===== config.mk =====
export PLATFORM = sky130hd
export DESIGN_NAME = wro_shim
export DESIGN_NICKNAME = d
export VERILOG_FILES = /design/src/rtl/wro_pkg.sv /design/src/rtl/wro_shim.sv /design/src/rtl/wro_rsp_restore.sv /design/src/rtl/wro_issue_ctrl.sv /design/src/rtl/wro_addr_filter.sv /design/src/rtl/wro_tag_heap.sv
export SDC_FILE = /design/constraint.sdc
export NUM_CORES = 1
export LEC_CHECK = 0
export BUFFER_PORTS_ARGS = -buffer_cell sky130_fd_sc_hd__buf_2
export CELL_PAD_IN_SITES_DETAIL_PLACEMENT = 1
export CELL_PAD_IN_SITES_GLOBAL_PLACEMENT = 2
export CORE_MARGIN = 4
export CORE_UTILIZATION = 42
export CTS_BUF_LIST = sky130_fd_sc_hd__clkbuf_4
export DETAILED_ROUTE_END_ITERATION = 6
export PLACE_DENSITY_LB_ADDON = 0.25
export SYNTH_ARGS = -nofsm -noshare
export SYNTH_HDL_FRONTEND = slang
export SYNTH_HIERARCHICAL = 1
export SYNTH_SLANG_ARGS = --single-unit

===== constraint.sdc =====
create_clock -name clk -period 3.85 [get_ports clk]
set_clock_uncertainty 0.1 [all_clocks]
set_input_delay 0.385 -clock clk [delete_from_list [all_inputs] [get_ports clk]]
set_output_delay 0.385 -clock clk [all_outputs]
set_load 0.01 [all_outputs]

===== src/rtl/wro_pkg.sv =====
/* Shared widths, tag counts and payload types for the write-ordering shim.
   Tag widths must stay below MDATA_BITS since tags overwrite the low mdata bits. */

package wro_pkg;

    // ========================================
    // Widths and tag counts
    // ========================================

    localparam int ADDR_BITS  = 32;
    localparam int DATA_BITS  = 32;
    localparam int MDATA_BITS = 16;
    localparam int HASH_BITS  = 9;

    // Reads usually need more slots in flight than writes
    localparam int N_RD_TAGS   = 16;
    localparam int N_WR_TAGS   = 8;
    localparam int RD_TAG_BITS = $clog2(N_RD_TAGS);
    localparam int WR_TAG_BITS = $clog2(N_WR_TAGS);

    // Number of hash slices needed to cover the whole address
    localparam int HASH_SLICES = (ADDR_BITS + HASH_BITS - 1) / HASH_BITS;

    typedef logic [HASH_BITS-1:0]   t_hash;
    typedef logic [RD_TAG_BITS-1:0] t_rd_tag;
    typedef logic [WR_TAG_BITS-1:0] t_wr_tag;

    // Mdata bits that a tag overwrites are parked in the heap as these types
    typedef logic [RD_TAG_BITS-1:0] t_rd_saved;
    typedef logic [WR_TAG_BITS-1:0] t_wr_saved;

    typedef struct packed
    {
        logic                  valid;
        logic                  is_write;
        logic [ADDR_BITS-1:0]  addr;
        logic [DATA_BITS-1:0]  data;
        logic [MDATA_BITS-1:0] mdata;
    } t_req;

    // Memory responses and requester responses share this layout
    typedef struct packed
    {
        logic                  valid;
        logic                  is_write;
        logic [DATA_BITS-1:0]  data;
        logic [MDATA_BITS-1:0] mdata;
    } t_rsp;

    // XOR-fold the address into HASH_BITS slices starting at bit 0
    // The top slice is only partly filled and gets zero-extended
    function automatic t_hash wro_hash(input logic [ADDR_BITS-1:0] addr);
        logic [HASH_SLICES*HASH_BITS-1:0] padded;
        t_hash                            h;
        padded = {{(HASH_SLICES*HASH_BITS-ADDR_BITS){1'b0}}, addr};
        h = '0;
        for (int i = 0; i < HASH_SLICES; i++)
        begin
            h = h ^ padded[i*HASH_BITS +: HASH_BITS];
        end
        return h;
    endfunction

endpackage

===== src/rtl/wro_shim.sv =====
/* Write-ordering shim between a requester and an out-of-order memory port.
   One request is tested at a time while many may be outstanding at memory. */

`timescale 1ns/10ps

module wro_shim (
    input  logic          clk,
    input  logic          reset,
    input  wro_pkg::t_req req,
    output logic          req_ready,
    output wro_pkg::t_req mem_req,
    input  logic          mem_ready,
    input  wro_pkg::t_rsp mem_rsp,
    output wro_pkg::t_rsp rsp
);

    logic               rd_hit;
    logic               wr_hit;
    logic               rd_not_full;
    logic               wr_not_full;
    logic               rd_alloc;
    logic               wr_alloc;
    logic               rd_free;
    logic               wr_free;
    wro_pkg::t_hash     cur_hash;
    wro_pkg::t_rd_tag   rd_alloc_tag;
    wro_pkg::t_wr_tag   wr_alloc_tag;
    wro_pkg::t_rd_tag   rd_free_tag;
    wro_pkg::t_wr_tag   wr_free_tag;
    wro_pkg::t_rd_saved rd_saved_req;
    wro_pkg::t_wr_saved wr_saved_req;
    wro_pkg::t_rd_saved rd_saved_rsp;
    wro_pkg::t_wr_saved wr_saved_rsp;

    // ========================================
    // Request side
    // ========================================

    wro_issue_ctrl u_issue_ctrl (
        .clk, .reset, .req, .req_ready, .mem_req, .mem_ready,
        .rd_hit, .wr_hit, .rd_not_full, .wr_not_full,
        .rd_tag(rd_alloc_tag), .wr_tag(wr_alloc_tag), .cur_hash,
        .rd_alloc, .wr_alloc, .rd_saved(rd_saved_req), .wr_saved(wr_saved_req)
    );

    // Each filter slot shares its index with the heap tag of the same kind
    wro_addr_filter #(.N_ENTRIES(wro_pkg::N_RD_TAGS)) u_rd_filter (
        .clk, .reset, .test_hash(cur_hash), .test_hit(rd_hit),
        .insert_en(rd_alloc), .insert_tag(rd_alloc_tag), .insert_hash(cur_hash),
        .remove_en(rd_free), .remove_tag(rd_free_tag)
    );

    wro_addr_filter #(.N_ENTRIES(wro_pkg::N_WR_TAGS)) u_wr_filter (
        .clk, .reset, .test_hash(cur_hash), .test_hit(wr_hit),
        .insert_en(wr_alloc), .insert_tag(wr_alloc_tag), .insert_hash(cur_hash),
        .remove_en(wr_free), .remove_tag(wr_free_tag)
    );

    // ========================================
    // Tag heaps and response side
    // ========================================

    wro_tag_heap #(.t_payload(wro_pkg::t_rd_saved), .N_ENTRIES(wro_pkg::N_RD_TAGS)) u_rd_heap (
        .clk, .reset, .alloc(rd_alloc), .alloc_data(rd_saved_req),
        .alloc_tag(rd_alloc_tag), .not_full(rd_not_full),
        .read_tag(rd_free_tag), .read_data(rd_saved_rsp),
        .free(rd_free), .free_tag(rd_free_tag)
    );

    wro_tag_heap #(.t_payload(wro_pkg::t_wr_saved), .N_ENTRIES(wro_pkg::N_WR_TAGS)) u_wr_heap (
        .clk, .reset, .alloc(wr_alloc), .alloc_data(wr_saved_req),
        .alloc_tag(wr_alloc_tag), .not_full(wr_not_full),
        .read_tag(wr_free_tag), .read_data(wr_saved_rsp),
        .free(wr_free), .free_tag(wr_free_tag)
    );

    wro_rsp_restore u_rsp_restore (
        .clk, .reset, .mem_rsp, .rd_free, .wr_free, .rd_free_tag, .wr_free_tag,
        .rd_saved(rd_saved_rsp), .wr_saved(wr_saved_rsp), .rsp
    );

endmodule


===== src/rtl/wro_rsp_restore.sv =====
/* Responses carry their tag in the low mdata bits. The tag is freed on arrival
   and the requester sees the response one cycle later. */

`timescale 1ns/10ps

module wro_rsp_restore (
    input  logic                clk,
    input  logic                reset,
    input  wro_pkg::t_rsp       mem_rsp,
    output logic                rd_free,
    output logic                wr_free,
    output wro_pkg::t_rd_tag    rd_free_tag,
    output wro_pkg::t_wr_tag    wr_free_tag,
    input  wro_pkg::t_rd_saved  rd_saved,
    input  wro_pkg::t_wr_saved  wr_saved,
    output wro_pkg::t_rsp       rsp
);

    wro_pkg::t_rsp rsp_q;

    // Freeing in the arrival cycle clears the filter before the next test
    assign rd_free     = mem_rsp.valid && !mem_rsp.is_write;
    assign wr_free     = mem_rsp.valid && mem_rsp.is_write;
    assign rd_free_tag = mem_rsp.mdata[wro_pkg::RD_TAG_BITS-1:0];
    assign wr_free_tag = mem_rsp.mdata[wro_pkg::WR_TAG_BITS-1:0];

    always_ff @(posedge clk)
    begin
        if (reset)
            rsp_q.valid <= 1'b0;
        else
            rsp_q.valid <= mem_rsp.valid;
    end

    always_ff @(posedge clk)
    begin
        rsp_q.is_write <= mem_rsp.is_write;
        rsp_q.data     <= mem_rsp.data;
        rsp_q.mdata    <= mem_rsp.mdata;
    end

    // Heap read data lines up with the registered response
    always_comb
    begin
        rsp = rsp_q;
        if (rsp_q.is_write)
            rsp.mdata[wro_pkg::WR_TAG_BITS-1:0] = wr_saved;
        else
            rsp.mdata[wro_pkg::RD_TAG_BITS-1:0] = rd_saved;
    end

endmodule


===== src/rtl/wro_issue_ctrl.sv =====
/* Handles one request at a time. A request waits in issue only while clear of
   conflict with a tag on offer, so mem_req stays put until memory takes it. */

`timescale 1ns/10ps

module wro_issue_ctrl (
    input  logic                clk,
    input  logic                reset,
    input  wro_pkg::t_req       req,
    output logic                req_ready,
    output wro_pkg::t_req       mem_req,
    input  logic                mem_ready,
    input  logic                rd_hit,
    input  logic                wr_hit,
    input  logic                rd_not_full,
    input  logic                wr_not_full,
    input  wro_pkg::t_rd_tag    rd_tag,
    input  wro_pkg::t_wr_tag    wr_tag,
    output wro_pkg::t_hash      cur_hash,
    output logic                rd_alloc,
    output logic                wr_alloc,
    output wro_pkg::t_rd_saved  rd_saved,
    output wro_pkg::t_wr_saved  wr_saved
);

    typedef enum logic [1:0] {ST_IDLE, ST_TEST, ST_ISSUE} t_state;

    t_state         state;
    t_state         state_next;
    wro_pkg::t_req  req_q;
    wro_pkg::t_hash hash_q;
    logic           conflict_q;
    logic           heap_ok;
    logic           issue_ok;
    logic           mem_fire;

    // ========================================
    // Issue decision
    // ========================================

    // Heap space for the kind of request being held
    assign heap_ok  = req_q.is_write ? wr_not_full : rd_not_full;
    assign issue_ok = (state == ST_ISSUE) && !conflict_q && heap_ok;
    assign mem_fire = issue_ok && mem_ready;

    always_comb
    begin
        state_next = state;
        case (state)
            ST_IDLE:
                if (req.valid && req_ready)
                    state_next = ST_TEST;
            ST_TEST:
                state_next = ST_ISSUE;
            ST_ISSUE:
                // A blocked request goes back and tests the filters again
                if (!issue_ok)
                    state_next = ST_TEST;
                else if (mem_ready)
                    state_next = ST_IDLE;
            default:
                state_next = ST_IDLE;
        endcase
    end

    always_ff @(posedge clk)
    begin
        if (reset)
        begin
            state      <= ST_IDLE;
            req_ready  <= 1'b0;
            conflict_q <= 1'b0;
        end
        else
        begin
            state <= state_next;
            // Ready is a flop so it comes up one cycle after reset drops
            req_ready <= (state_next == ST_IDLE);
            // Reads only collide with writes but writes collide with both
            if (state == ST_TEST)
                conflict_q <= req_q.is_write ? (rd_hit || wr_hit) : wr_hit;
        end
    end

    // Request payload and its hash are captured on acceptance
    always_ff @(posedge clk)
    begin
        if (req.valid && req_ready)
        begin
            req_q  <= req;
            hash_q <= wro_pkg::wro_hash(req.addr);
        end
    end

    // ========================================
    // Memory request and tag allocation
    // ========================================

    // The tag replaces the low mdata bits of the outgoing request
    always_comb
    begin
        mem_req       = req_q;
        mem_req.valid = issue_ok;
        if (req_q.is_write)
            mem_req.mdata[wro_pkg::WR_TAG_BITS-1:0] = wr_tag;
        else
            mem_req.mdata[wro_pkg::RD_TAG_BITS-1:0] = rd_tag;
    end

    assign cur_hash = hash_q;
    assign rd_alloc = mem_fire && !req_q.is_write;
    assign wr_alloc = mem_fire && req_q.is_write;

    // Mdata bits displaced by the tag go into the heap
    assign rd_saved = req_q.mdata[wro_pkg::RD_TAG_BITS-1:0];
    assign wr_saved = req_q.mdata[wro_pkg::WR_TAG_BITS-1:0];

endmodule


===== src/rtl/wro_addr_filter.sv =====
/* Hash store indexed by tag. Several entries may hold the same hash, and a
   collision only produces a false hit. */

`timescale 1ns/10ps

module wro_addr_filter #(
    parameter int N_ENTRIES = 8
) (
    input  logic                         clk,
    input  logic                         reset,
    input  wro_pkg::t_hash               test_hash,
    output logic                         test_hit,
    input  logic                         insert_en,
    input  logic [$clog2(N_ENTRIES)-1:0] insert_tag,
    input  wro_pkg::t_hash               insert_hash,
    input  logic                         remove_en,
    input  logic [$clog2(N_ENTRIES)-1:0] remove_tag
);

    // ========================================
    // Entry state
    // ========================================

    // Valid bits mark outstanding requests
    logic [N_ENTRIES-1:0] entry_valid;

    // Hashes only matter while the entry is valid
    wro_pkg::t_hash       entry_hash [N_ENTRIES];

    always_ff @(posedge clk)
    begin
        if (reset)
        begin
            entry_valid <= '0;
        end
        else
        begin
            // Insert and remove always name different tags since the heap
            // never hands out a tag that is still in flight
            if (remove_en)
                entry_valid[remove_tag] <= 1'b0;
            if (insert_en)
                entry_valid[insert_tag] <= 1'b1;
        end
    end

    always_ff @(posedge clk)
    begin
        if (insert_en)
            entry_hash[insert_tag] <= insert_hash;
    end

    // ========================================
    // Presence test
    // ========================================

    // Compare the test hash against every live entry
    always_comb
    begin
        test_hit = 1'b0;
        for (int i = 0; i < N_ENTRIES; i++)
        begin
            if (entry_valid[i] && (entry_hash[i] == test_hash))
                test_hit = 1'b1;
        end
    end

endmodule


===== src/rtl/wro_tag_heap.sv =====
/* Tag heap with one payload word per tag. alloc_tag only moves on alloc or
   while the heap is full, so a caller may present it across several cycles. */

`timescale 1ns/10ps

module wro_tag_heap #(
    parameter type t_payload = logic,
    parameter int  N_ENTRIES = 8
) (
    input  logic                         clk,
    input  logic                         reset,
    input  logic                         alloc,
    input  t_payload                     alloc_data,
    output logic [$clog2(N_ENTRIES)-1:0] alloc_tag,
    output logic                         not_full,
    input  logic [$clog2(N_ENTRIES)-1:0] read_tag,
    output t_payload                     read_data,
    input  logic                         free,
    input  logic [$clog2(N_ENTRIES)-1:0] free_tag
);

    typedef logic [$clog2(N_ENTRIES)-1:0]   t_tag;
    typedef logic [$clog2(N_ENTRIES+1)-1:0] t_count;

    // One bit per entry, set while the entry is available
    logic [N_ENTRIES-1:0] free_vec;
    logic [N_ENTRIES-1:0] free_vec_next;
    t_count               free_count;
    t_tag                 lowest_free;

    // Payload storage has no reset since entries are always written before use
    t_payload             storage [N_ENTRIES];

    // Project the free vector one cycle ahead and pick its lowest set bit
    always_comb
    begin
        free_vec_next = free_vec;
        if (alloc)
            free_vec_next[alloc_tag] = 1'b0;
        if (free)
            free_vec_next[free_tag] = 1'b1;

        lowest_free = '0;
        for (int i = N_ENTRIES - 1; i >= 0; i--)
        begin
            if (free_vec_next[i])
                lowest_free = t_tag'(i);
        end
    end

    always_ff @(posedge clk)
    begin
        if (reset)
        begin
            free_vec   <= '1;
            free_count <= t_count'(N_ENTRIES);
            alloc_tag  <= '0;
        end
        else
        begin
            free_vec <= free_vec_next;

            // Alloc and free in the same cycle leave the count unchanged
            case ({alloc, free})
                2'b10:   free_count <= free_count - 1'b1;
                2'b01:   free_count <= free_count + 1'b1;
                default: free_count <= free_count;
            endcase

            // Hold the offered tag steady until it is taken
            if (alloc || (free_count == '0))
                alloc_tag <= lowest_free;
        end
    end

    assign not_full = (free_count != '0);

    // Storage written on alloc and read one cycle after the request
    always_ff @(posedge clk)
    begin
        if (alloc)
            storage[alloc_tag] <= alloc_data;
        read_data <= storage[read_tag];
    end

endmodule


* After elaboration in Yosys (flattened, before gate mapping)
Memories as Yosys holds them, arrays and structs flattened. A register that Yosys moved wholly into a read port is not among the register bits.
Cells that the tools add are included.
** Word-level totals
- Bits in registers :: 208
- Bits in latches :: 0
- RAM bits :: 304
- Memory bits (read-only) :: 0
- Bits of input ports :: 135
- Output and inout bits :: 133
- Word-level logic and storage cells :: 213
- Memories :: 4
** Operators by class
- Add/sub/neg operators :: 4
- $mul :: 0
- Div/mod/pow operators :: 0
- Order comparisons :: 8
- Equality and inequality tests :: 30
- Shift operators :: 0
- Mux-type cells :: 82
- Bitwise logic cells :: 15
- Reductions and logical operators :: 50
** Memory list
- u_rd_filter.entry_hash :: depth 16, width 9, rd ports 16, clocked after Yosys merged registers in 0, wr ports 1, line wro_addr_filter.sv:28 : wro_pkg::t_hash entry_hash [N_ENTRIES];
- u_wr_filter.entry_hash :: depth 8, width 9, rd ports 8, clocked after Yosys merged registers in 0, wr ports 1, line wro_addr_filter.sv:28
- u_rd_heap.storage :: depth 16, width 4, rd ports 1, clocked after Yosys merged registers in 1, wr ports 1, line wro_tag_heap.sv:32 : t_payload storage [N_ENTRIES];
- u_wr_heap.storage :: depth 8, width 3, rd ports 1, clocked after Yosys merged registers in 1, wr ports 1, line wro_tag_heap.sv:32
** Operators by type and width (number)
- == test 9 bit :: 24
- 2-to-1 mux 16 bit :: 5
- 2-to-1 mux 4 bit :: 16
- 2-to-1 mux 8 bit :: 5
- logical AND 1 bit :: 36
- 2-to-1 mux 1 bit :: 36
- bitwise AND 16 bit :: 2
- inverter 16 bit :: 2
- OR 16 bit :: 2
- 2-to-1 mux 3 bit :: 10
- bitwise XOR 9 bit :: 2
- bitwise AND 8 bit :: 2
- inverter 8 bit :: 2
- OR 8 bit :: 2
- less-than comparator 4 x 5 -> 1 bit, second input constant :: 2
- case mux 5 bit (2 select lines) :: 1
- bitwise XOR 9 x 5 -> 9 bit :: 1
- demux 1 bit (select 4 bit) :: 2
- >= comparator 4 x 1 -> 1 bit, second input constant :: 2
- less-than comparator 3 x 4 -> 1 bit, second input constant :: 2
- case mux 4 bit (2 select lines) :: 1
- demux 1 bit (select 3 bit) :: 2
- == test 2 x 1 -> 1 bit, second input constant :: 3
- == test 2 bit, second input constant :: 3
- other kinds (15) :: 24

* Longest topological paths before layout
- Word-level depth :: 25
- Depth in mapped cells :: 15
- Gate-level depth less buffers :: 15

* By module
The synthesis kept the hierarchy.
** Modules (own cells, without submodules)
- wro_addr_filter at u_rd_filter :: times used 1, cells each 457, area each 6911.6 µm², seq. area each 4644.5 µm²
- wro_tag_heap at u_rd_heap :: times used 1, cells each 293, area each 3977.6 µm², seq. area each 2502.4 µm²
- wro_addr_filter at u_wr_filter :: times used 1, cells each 228, area each 3418.3 µm², seq. area each 2322.2 µm²
- wro_issue_ctrl :: times used 1, cells each 145, area each 3203.1 µm², seq. area each 2782.7 µm²
- wro_tag_heap at u_wr_heap :: times used 1, cells each 144, area each 1870.5 µm², seq. area each 1081.0 µm²
- wro_rsp_restore :: times used 1, cells each 107, area each 1402.6 µm², seq. area each 940.9 µm²

* Worst setup path after synthesis
No wires, ideal clock.
- Kind :: register to register
- Start point :: reg u_issue_ctrl.req_ready
- End point :: reg u_issue_ctrl.req_ready
- Library setup time :: 116 ps
- Arrival :: 3097 ps
- Data required time :: 3634 ps
- Path slack :: 538 ps
- Cell stages (with the launch flop) :: 4
- Path buffers :: 0
- Clock period less this slack :: 3312 ps
- Path through :: dfxtp_1 > and2_1 > o21ai_0 > o21ba_2
** Between the ends
- Word-level cells in the longest chain between the ends :: 4
** Ends and longest elaborated chain
- start: declaration :: line wro_issue_ctrl.sv:10 : output logic req_ready,
- start signal: assignment :: line wro_issue_ctrl.sv:78 : req_ready <= (state_next == ST_IDLE);
- logical AND 1 bit :: line wro_issue_ctrl.sv:51 : if (req.valid && req_ready)
- 2-to-1 mux 2 bit :: line wro_issue_ctrl.sv:51
- case mux 2 bit (3 select lines) :: line wro_issue_ctrl.sv:49 : case (state)
- logical NOT 2 bit :: line wro_issue_ctrl.sv:78
No other way between the ends.
A chain may end at the register's enable or synchronous reset.

* Worst setup path after layout
- Start point :: reg u_wr_heap.free_count[2]
- End point :: reg u_rd_heap.free_count[4]
** Between the ends
- Word-level cells in the longest chain between the ends :: 7
- Elaborated cells on any way between the ends :: 9
- Those cells by class :: eq/ne (2); mux (2); reduce/logical (5)
** Ends and longest elaborated chain
- start: declaration :: line wro_tag_heap.sv:28 : t_count free_count;
- start signal: assignment :: line wro_tag_heap.sv:56 : free_count <= t_count'(N_ENTRIES);
- start signal: assignment :: line wro_tag_heap.sv:65 : 2'b10: free_count <= free_count - 1'b1;
- start signal: assignment :: line wro_tag_heap.sv:66 : 2'b01: free_count <= free_count + 1'b1;
- nonzero test 4 bit (*) :: line wro_tag_heap.sv:76 : assign not_full = (free_count != '0);
- via wr_not_full :: line wro_shim.sv:20 : logic wr_not_full;
- 2-to-1 mux 1 bit (*) :: line wro_issue_ctrl.sv:42 : assign heap_ok = req_q.is_write ? wr_not_full : rd_not_full;
- logical AND 1 bit (*) :: line wro_issue_ctrl.sv:43 : assign issue_ok = (state == ST_ISSUE) && !conflict_q && heap_ok;
- logical AND 1 bit (*) :: line wro_issue_ctrl.sv:44 : assign mem_fire = issue_ok && mem_ready;
- logical AND 1 bit (*) :: line wro_issue_ctrl.sv:111 : assign rd_alloc = mem_fire && !req_q.is_write;
- via rd_alloc :: line wro_shim.sv:21 : logic rd_alloc;
- == test 2 x 1 -> 1 bit / == test 2 bit (equally long branches) :: line wro_tag_heap.sv:64 : case ({alloc, free})
- case mux 5 bit (2 select lines) / nonzero test 2 bit (equally long branches)
- end signal: assignment :: line wro_tag_heap.sv:65
- end signal: assignment :: line wro_tag_heap.sv:66
- end signal: assignment :: line wro_tag_heap.sv:67 : default: free_count <= free_count;
- end: declaration :: line wro_tag_heap.sv:28
Mark *: on every way through the listed nets, which the timed path passes. The rest lies on a longest branch.

==> results.json <==
{
  "num-fill-cells": 4921,
  "grt_use_total": 0.229,
  "dieArea_um2": 53100,
  "synth_cells": 1374,
  "setup_violations": 0,
  "fp.dieH_um": 230,
  "cp.buffers_inverters": 2,
  "cp.required_ns": 4.51,
  "viasPerCell": 5.03,
  "fin_setup_tns_ns": 0,
  "cts_setup_buffers": 0,
  "synth_top_cells_by_area": "edfxtp_1, dfxtp_1, xor2_1, mux4_2, buf_4",
  "first_iter_violations": 742,
  "clock-sinks": 516,
  "drv_slew": 0,
  "path_clk_slew_ns": 0.07,
  "num_io_pins": 268,
  "grt-ovfl-total": 0,
  "layout_commonest_cell": "edfxtp_1",
  "layout_min_cycle_time_ns": 3.52,
  "ys_async_sr_fraction": 0,
  "dpl.hpwl_um": 32800,
  "cts.htree.levels": 4,
  "crit_arrival_ns": 4.18,
  "crit_path_top_delay_cell": "or4_4",
  "cts_tree": "yes",
  "synth_ff_type": "edfxtp_1",
  "drt-total-wl_um": 60600,
  "nNetsFinal": 2099,
  "slew_headroom": 0.160,
  "rsz0062_at_grt": "no",
  "synth-seq-area-share": 0.687,
  "start_util": 0.425,
  "outcome": "complete, no violations",
  "antenna_found_initial": 5,
  "portBuffers": 267,
  "critPathTopFamily": "simple AND/OR/NAND/NOR gates",
  "insertion_delay_ns": 0.94,
  "slowest_delay_ns": 0.55,
  "route.detailed.drc": 0,
  "ant_nets": 0,
  "total_power_w": 0.0123,
  "leakagePower_nw": 10.0,
  "crit_path_frequent_cell": "inv_1",
  "grt_pass1_vias": 15476,
  "fmax_ghz": 0.284,
  "cts-root-buf": "clkbuf_4",
  "reg2reg_slack_ns": 0.33,
  "grt_max_degree": 50,
  "vdd_drop_max_mv": 0.269,
  "critPathCaptureType": "register",
  "layout-drive-gt1-share": 0.285,
  "dr.pass1.iters": 5,
  "rows": 81,
  "cp_cell_sequence": "or4_4 > mux2i_1 > nor3_2 > and3b_1 > inv_1 > ha_1 > inv_1 > fa_1 > a21o_1 > a21oi_1 > xnor2_1 > o21ai_0 > or3b_2",
  "wl_per_cell_um": 22.2,
  "hold_path_class": "input pin to register",
  "ys_seq_elements": 516,
  "synth_edf_count": 394,
  "hold_violations": 0,
  "tightestPinTransition_ns": 1.25,
  "grt_pass1_wl_um": 92500,
  "critPathKind": "register to register",
  "die_w_um": 230,
  "synth_cell_types": 70,
  "yosys_warnings": 6,
  "p_per_area_nw_per_um2": 461,
  "crit_fanout": 4,
  "netlist.area_leader.share": 0.569,
  "yosys.area.top_type": "edfxtp_1",
  "core_um2": 49000,
  "areaGrowthSynthToFinish_pct": 28.5,
  "dr_total_vias": 13716,
  "maxCapViolations": 0,
  "critPathLaunchType": "register",
  "final_cell_mix": "edfxtp_1, buf_2, dlygate4sd3_1, clkbuf_4, xor2_1",
  "syn_nets": 1518,
  "fin_crit_sh": 0.914,
  "gp_congestion": 0.802,
  "cts_buffers": 139,
  "cts_buffer_depth": 3,
  "syn-cell-area_um2": 20800,
  "avgSynthCellArea_um2": 15.1
}
## worst reg2reg max path: cells and delay by family, from the launching register on
kind	cells	cell delay [ns]
flip-flops	1	0.33
multiplexers	1	0.30
buffers and inverters	2	0.17
AO/OA/AOI/OAI	3	0.48
XOR/XNOR	1	0.10
adder cells (fa/ha/maj)	2	0.61
AND/OR/NAND/NOR	4	1.31
## logic make-up after synthesis
family,count (synthesis),synth area share
adder cells (fa/ha/maj),9,0.00614
AND/OR/NAND/NOR,298,0.0796
XOR/XNOR,247,0.104
multiplexers,44,0.0377
buffers and inverters,133,0.0482
AO/OA/AOI/OAI,127,0.0371
flip-flops,516,0.687
## repair_timing
action	4_1_cts	5_1_grt
hold buffers	253	0
hold endpoints to repair	222	0
endpoints found under the setup margin	0	0
gates resized for setup	0	0
## cells in the mapped netlist, drive strengths merged (5+ instances only)
cell type	instances
a21oi	41
buf	91
clkbuf	14
dfxtp	122
edfxtp	394
ha	7
inv	28
mux2	14
mux4	26
nand2	45
nand2b	18
nand3	21
nand3b	9
nand4	32
nor2	60
nor2b	10
nor3	10
nor4	49
o211ai	5
o21ai	48
o31a	5
or2	13
or3	6
xnor2	46
xor2	201
## path summary, 6_finish.rpt
path	start	endpoint	cells past startpoint
worst max-delay path	u_wr_heap/free_count[2]	u_rd_heap/free_count[4]	13
worst min-delay path	req[64]	u_issue_ctrl/mem_req[64]	2
worst max register to register	u_wr_heap/free_count[2]	u_rd_heap/free_count[4]	13
worst min register to register	u_issue_ctrl/conflict_q	u_issue_ctrl/conflict_q	2
## per-layer routing
metal,track usage,routed length [µm],vias to the layer above
met4,0.0968,1860,0
met2,0.419,32900,367
met5,0,0,-
met3,0.0512,2430,112
met1,0.258,23400,7008
li1,-,-,6229
## layout make-up
| type | instances | area, µm² | share of cell area |
|---|---|---|---|
| diodes | 5 | 12.5 | 0.000469 |
| clock buffers | 222 | 1670 | 0.0624 |
| clock inverters | 24 | 146 | 0.00548 |
| inverters | 28 | 105 | 0.00394 |
| multi-input cells | 725 | 5510 | 0.206 |
| flip-flops and latches | 516 | 14300 | 0.535 |
| well taps | 664 | 831 | 0.0311 |
| repair buffers | 545 | 4160 | 0.156 |
## sequential cells by signal (all words and copies together) (netlist names), 2 cells and up
signal	flops
u_rd_heap/alloc_tag	4
u_wr_heap/free_vec	8
u_issue_ctrl/mem_req	77
u_rd_heap/storage	64
u_wr_heap/read_data	3
u_rd_heap/free_count	5
u_wr_heap/alloc_tag	3
u_issue_ctrl/cur_hash	9
u_wr_filter/entry_valid	8
u_rd_heap/free_vec	16
u_rsp_restore/rsp	46
u_rd_heap/read_data	4
u_rd_filter/entry_hash	144
u_wr_heap/storage	24
u_rd_filter/entry_valid	16
u_issue_ctrl/rd_saved	4
u_issue_ctrl/state	2
u_wr_filter/entry_hash	72
u_wr_heap/free_count	4
## through the flow
stage | util | std cells | hold slack, ns | worst slack (ns) | cell area [µm²]
floorplan | - | 1374 | 0.313 | 0.538 | 20800
global placement | 0.456 | 2225 | 0.348 | 0.422 | 22300
detailed placement | 0.456 | 2225 | 0.348 | 0.374 | 22300
CTS | 0.545 | 2724 | 0.00151 | 0.353 | 26700
global route | 0.546 | 2729 | 0.0524 | 0.0861 | 26700
finish | 0.546 | 2729 | 0.128 | 0.330 | 26700
## power breakdown
| part | total [W] | switching (W) | internal (W) |
|---|---|---|---|
| sequential | 0.00618 | 0.0000654 | 0.00612 |
| combinational | 0.00104 | 0.000558 | 0.000484 |
| clock | 0.00507 | 0.00234 | 0.00273 |
| total | 0.0123 | 0.00296 | 0.00933 |
Power figures use the tool's default switching activity.
